<file path="src/source/mem_geom_pkg.sv">
package mem_geom_pkg;

  // word geometry
  localparam int DATA_WIDTH = 32;
  localparam int MASK_WIDTH = DATA_WIDTH / 8;

  // byte address covers the whole array
  localparam int ADDR_WIDTH = 12;
  localparam int WORD_ADDR_WIDTH = ADDR_WIDTH - 2;
  localparam int MEM_WORDS = 2 ** WORD_ADDR_WIDTH;

  // allocate-and-zero granule
  localparam int BLOCK_WORDS = 8;
  localparam int BLOCK_IDX_WIDTH = $clog2(BLOCK_WORDS);

  // block number part of a word index
  localparam int BLOCK_NUM_WIDTH = WORD_ADDR_WIDTH - BLOCK_IDX_WIDTH;

endpackage

</file>
<file path="src/source/mem_op_pkg.sv">
package mem_op_pkg;

  localparam int OPCODE_WIDTH = 5;
  localparam int OPCODE_COUNT = 2 ** OPCODE_WIDTH;

  typedef enum logic [OPCODE_WIDTH-1:0] {
    LW, LH, LB, LHU, LBU, LM,
    SW, SH, SB, SM,
    AMOSWAP_W, AMOADD_W, AMOXOR_W, AMOAND_W, AMOOR_W,
    AMOMIN_W, AMOMAX_W, AMOMINU_W, AMOMAXU_W,
    AALLOCZ
  } mem_opcode_e;

  typedef enum logic {
    ENG_IDLE,
    ENG_ZERO
  } engine_state_e;

  // one bit per opcode value, indexed by the opcode
  localparam logic [OPCODE_COUNT-1:0] LOAD_CLASS =
    (OPCODE_COUNT'(1) << LW) | (OPCODE_COUNT'(1) << LH) | (OPCODE_COUNT'(1) << LB) |
    (OPCODE_COUNT'(1) << LHU) | (OPCODE_COUNT'(1) << LBU) | (OPCODE_COUNT'(1) << LM);

  localparam logic [OPCODE_COUNT-1:0] STORE_CLASS =
    (OPCODE_COUNT'(1) << SW) | (OPCODE_COUNT'(1) << SH) |
    (OPCODE_COUNT'(1) << SB) | (OPCODE_COUNT'(1) << SM);

  localparam logic [OPCODE_COUNT-1:0] AMO_CLASS =
    (OPCODE_COUNT'(1) << AMOSWAP_W) | (OPCODE_COUNT'(1) << AMOADD_W) |
    (OPCODE_COUNT'(1) << AMOXOR_W) | (OPCODE_COUNT'(1) << AMOAND_W) |
    (OPCODE_COUNT'(1) << AMOOR_W) | (OPCODE_COUNT'(1) << AMOMIN_W) |
    (OPCODE_COUNT'(1) << AMOMAX_W) | (OPCODE_COUNT'(1) << AMOMINU_W) |
    (OPCODE_COUNT'(1) << AMOMAXU_W);

endpackage

</file>
<file path="src/source/store_align.sv">
`timescale 1ns/1ps

module store_align
  import mem_geom_pkg::*;
  import mem_op_pkg::*;
(
  input  mem_opcode_e           opcode_i,
  input  logic [1:0]            addr_lo_i,
  input  logic [DATA_WIDTH-1:0] data_i,
  input  logic [MASK_WIDTH-1:0] mask_i,
  output logic [DATA_WIDTH-1:0] wr_data_o,
  output logic [MASK_WIDTH-1:0] wr_mask_o
);

  always_comb begin
    case (opcode_i)
      SW: begin
        wr_data_o = data_i;
        wr_mask_o = '1;
      end
      SH: begin
        // upper half when address bit 1 is set
        wr_data_o = {2{data_i[15:0]}};
        wr_mask_o = addr_lo_i[1] ? 4'b1100 : 4'b0011;
      end
      SB: begin
        wr_data_o = {4{data_i[7:0]}};
        wr_mask_o = MASK_WIDTH'(1) << addr_lo_i;
      end
      SM: begin
        wr_data_o = data_i;
        wr_mask_o = mask_i;
      end
      default: begin
        wr_data_o = '0;
        wr_mask_o = '0;
      end
    endcase
  end

endmodule

</file>
<file path="config.mk">
export PLATFORM = sky130hd
export DESIGN_NAME = store_align
export DESIGN_NICKNAME = d
export VERILOG_FILES = /design/src/source/mem_geom_pkg.sv /design/src/source/mem_op_pkg.sv /design/src/source/store_align.sv
export SDC_FILE = /design/constraint.sdc
export NUM_CORES = 1
export LEC_CHECK = 0
export BUFFER_PORTS_ARGS = -buffer_cell sky130_fd_sc_hd__clkbuf_2
export CORE_ASPECT_RATIO = 0.9
export CORE_MARGIN = 2
export CORE_UTILIZATION = 30
export DETAILED_ROUTE_END_ITERATION = 7
export GPL_TIMING_DRIVEN = 0
export MAX_ROUTING_LAYER = met4
export PLACE_DENSITY = 0.84
export SKIP_LAST_GASP = 1
export SLEW_MARGIN = 20
export SYNTH_ARGS = -nofsm -noshare
export SYNTH_HDL_FRONTEND = slang
export SYNTH_SLANG_ARGS = --single-unit
</file>
<file path="constraint.sdc">
create_clock -name vclk -period 1.1
set_input_delay 0.055 -clock vclk [all_inputs]
set_output_delay 0.055 -clock vclk [all_outputs]
set_load 0.01 [all_outputs]
</file>
## Yosys cells after proc, flatten, opt, wreduce, memory -nomap -nowiden

Cells that the tools add are included.

| storage, ports and cells | value |
|---|---|
| input bits | 43 |
| output and inout port bits | 36 |
| flip-flop bits (word level) | 0 |
| word-level logic and storage cells | 9 |

| cells by class | value |
|---|---|
| multiplexer cells | 3 |
| reduce and logical (&&, ||, !) cells | 1 |
| shift-type cells | 1 |
| equality and inequality tests | 4 |

Operators by type and width:

| cell | count |
|---|---|
| 32-bit one-hot mux with 3 select lines | 1 |
| 4-bit one-hot mux with 4 select lines | 1 |
| 5-bit by 3-bit == test with 1-bit output (second input constant) | 2 |
| 5-bit by 4-bit == test with 1-bit output (second input constant) | 2 |
| 4-bit 2-to-1 mux | 1 |
| 1-bit by 2-bit << shifter with 4-bit output (first input constant) | 1 |
| 2-bit OR reduction | 1 |

## Longest topological paths before layout

| depth | value |
|---|---|
| depth after elaboration | 3 |
| gate-level depth with buffers | 6 |
| depth with buffers taken out | 3 |

## Least setup slack after synthesis

Ideal clock, no wire load.

| timing | value |
|---|---|
| path type | input to output |
| start | in opcode_i[0] |
| end | out wr_data_o[16] |
| setup slack | -79 ps |
| stages | 4 |
| arrival time | 1124 ps |
| required time | 1045 ps |
| buffers on the path | 1 |
| path through | buf_6 > or4b_4 > a21oi_4 > a22o_1 |

| between the ends | value |
|---|---|
| longest elaborated chain between the ends | 3 |
| elaborated cells on any way between the ends | 6 |
| classes of those cells | 4 x eq/ne; 1 x mux; 1 x reduce/logical |

Ends and longest elaborated chain:

| what | line | source |
|---|---|---|
| from (decl) | store_align.sv:7 | `input mem_opcode_e opcode_i,` |
| 5-bit by 4-bit == test with 1-bit output or 5-bit by 3-bit == test with 1-bit output (tied branches) | store_align.sv:16 | `case (opcode_i)` |
| 2-bit OR reduction (no source line) | - |  |
| 32-bit one-hot mux with 3 select lines (*) | store_align.sv:16 |  |
| to (decl) | store_align.sv:11 | `output logic [DATA_WIDTH-1:0] wr_data_o,` |

Every way passes the cells marked *; elsewhere a longest branch is shown, timed or not.

## Worst setup path after layout

| timing | value |
|---|---|
| start | in opcode_i[0] |
| end | out wr_data_o[17] |

Same word-level chain as after synthesis.

==> reports/qor.csv <==
stage,metric,value,unit
power_and_ir_drop,Pint,180,uW
floorplanning,# IOs,79,
final_layout,Final Core Density,0.650,
critical_path,worst-path maximum fanout,8,
timing,RSZ-0062 raised after global routing,yes,
global_route,largest net degree at the start of global routing,11,
placed_design,IO buf count,79,
route,Pre-antenna DRT Iters,4,
global_route,Tot GR Track Use,0.222,
route,WL/cell,14.6,um
global_route,number of global-route vias before repair,909,
critical_path,crit path capture type,output pin,
final_layout,"Design Area, Final",0.00123,mm^2
power_and_ir_drop,clock share of power,0,
route,vias per inst,5.54,
route,initial drt markers,8,
timing,Final Max Slew Viols,0,
timing,Tmin final,1.40,ns
route,Routed Wire Length,2.76,mm
timing,Final setup viols,36,
flow_run,Max-Cap Viols,0,
floorplanning,num rows,15,
global_route,initial antenna violation count,0,
timing,Worst Tran Pin Value,0.585,ns
placed_design,placed cell area,0.00103,mm^2
global_route,first-pass GRT wire length,4.01,mm
floorplanning,Die X,51.1,um
power_and_ir_drop,pwr dens,287,mW/mm^2
placed_design,DP HPWL,2.07,mm
status,status,"complete, but fails checks",
clock_tree,Post-CTS Hold Buffers,0,
power_and_ir_drop,Tot Pwr,353,uW
global_route,met1 Track Usage GR,0.248,
critical_path,critical path's slowest cell,or4b_4,
route,DRC viols,0,
timing,Peak Freq,0.717,GHz
min_path,HP Class,in2out,
logic_synthesis,Synth Cell Area,598,um^2
timing,Max-slew headroom,0.604,
logic_synthesis,synthesized area per cell,7.48,um^2
critical_path,Critical Path AT,1.34,ns
logic_synthesis,synth warn,0,
route,Routed Antenna Nets,0,
critical_path,Worst EP required,1.04,ns
critical_path,Max stage delay on crit path,0.49,ns
global_route,GR peak layer,met2,
final_layout,ant diodes,0,
route,Vias,1048,
final_layout,nets,209,
timing,final worst slack,-0.296,ns
final_layout,P&R area growth vs syn,106,%
timing,final cycle utilization of the critical path,1.27,
critical_path,cell breakdown of the critical path,buf_6 -> buf_8 -> or4b_4 -> a21oi_4 -> a22o_1 -> buf_2,
global_route,GR Util met2,0.444,
logic_synthesis,Syn Nets,123,
timing,final hold violation count,0,
power_and_ir_drop,sequential share of power,0,
critical_path,kind of critical path,in2out,
power_and_ir_drop,leak pwr,0.684,nW
placed_design,GP Congestion,0.638,
final_layout,fraction of layout cells with a size suffix above 1,0.640,
floorplanning,initial cell density of the core,0.316,
global_route,met3 Use GR,0.0130,
status,violated checks,setup timing,
critical_path,crit start category,primary input,
floorplanning,Die Span Y,46.4,um
power_and_ir_drop,peak supply drop,0.000161,V
timing,Fin Hold WS,0.407,ns
global_route,GRT overflow,0,
power_and_ir_drop,Comb pwr share,1.000,
power_and_ir_drop,P_sw,174,uW
final_layout,Sequential cell area,0,um^2
power_and_ir_drop,Sw Share,0.492,
floorplanning,Die ar.,0.00237,mm^2
final_layout,FFs & Latches,0,
logic_synthesis,Synth Instances,80,
timing,TNS Setup,-8.65,ns
logic_synthesis,part of the Yosys area used for sequential elements,0,
floorplanning,core area,0.00190,mm^2
logic_synthesis,synth unique cells,25,
final_layout,clkbuf count,0,
-- cell families (layout without fill, tap and decap cells) --
| logic type | after synthesis | after routing | synth area share |
|---|---|---|---|
| buffers and inverters | 9 | 93 | 0.0858 |
| AO/OA/AOI/OAI | 33 | 33 | 0.504 |
| AND/OR/NAND/NOR | 38 | 38 | 0.410 |
-- worst paths after layout --
kind	startpoint	endpoint	slack [ns]	cells past startpoint
setup / recovery	opcode_i[0]	wr_data_o[17]	-0.30	6
hold / removal	data_i[19]	wr_data_o[19]	0.41	3
-- power groups by stage --
stage / clock (mW) / sequential [mW] / combinational, mW
floorplan: 0 / 0 / 0.133
global placement: 0 / 0 / 0.284
detailed placement: 0 / 0 / 0.295
CTS: 0 / 0 / 0.325
global route: 0 / 0 / 0.378
finish: 0 / 0 / 0.353
-- worst max-delay path: cells and delay by family --
family	cells	cell delay (ns)
simple gates	1	0.49
buf+inv	3	0.33
compound gates	2	0.46
-- cell type report --
| class | instances | area, um^2 |
|---|---|---|
| buffer | 7 | 66.3 |
| fill | 168 | 664 |
| timing repair buffer | 84 | 484 |
| tap | 25 | 31.3 |
| inverter | 2 | 7.51 |
| multi-input combinational | 71 | 642 |
-- cells in the final DEF (no fill, tap or decap), types with 2 or more instances in the layout --
| master | netlist | layout |
|---|---|---|
| buf_4 | 2 | 5 |
| buf_2 | 2 | 26 |
| clkbuf_2 | 0 | 50 |
| a22o_1 | 8 | 8 |
| a311o_1 | 4 | 4 |
| a221o_1 | 8 | 8 |
| nand2b_1 | 8 | 8 |
| and2_1 | 8 | 8 |
| o2bb2ai_2 | 0 | 7 |
| inv_1 | 2 | 2 |
| buf_6 | 1 | 7 |
| nor2_1 | 8 | 8 |
| a21oi_1 | 3 | 2 |
| and3_1 | 4 | 4 |
-- routing by layer --
metal	vias up	routed length, um
met5	-	0
met4	0	11
met3	2	182
met2	50	1480
met1	492	1090
li1	504	-
-- what timing repair did --
action / in CTS / in global routing
gates cloned: 1 / 1
pin swaps: 11 / 13
endpoints found under the setup margin: 36 / 36
resized for setup: 18 / 48
buffers inserted: 3 / 0
-- synthesized netlist by cell type, drive strengths merged --
master / number / area (um^2)
nand4b: 1 / 8.76
inv: 2 / 7.51
and3: 4 / 25.0
nor3: 1 / 5.00
and2: 8 / 50.1
a221o: 8 / 80.1
nand3b: 1 / 7.51
a311o: 4 / 40.0
or3b: 1 / 8.76
nor2b: 1 / 6.26
or4bb: 1 / 11.3
a21oi: 4 / 31.3
nor4b: 1 / 8.76
nor4bb: 2 / 20.0
nand2b: 8 / 50.1
o21ba: 1 / 10.0
buf: 5 / 36.3
a22o: 8 / 70.1
or4b: 1 / 13.8
nor2: 8 / 30.0
o2bb2ai: 8 / 70.1
clkbuf: 2 / 7.51
-- metrics by stage --
stage / setup WS, ns / cells
final: -0.296 / 189
after global placement: -0.456 / 184
after detailed placement: -0.413 / 184
after global routing: -0.336 / 189
after CTS: -0.323 / 188
after floorplan: -0.0208 / 80
(Power assumes the default switching activity.)
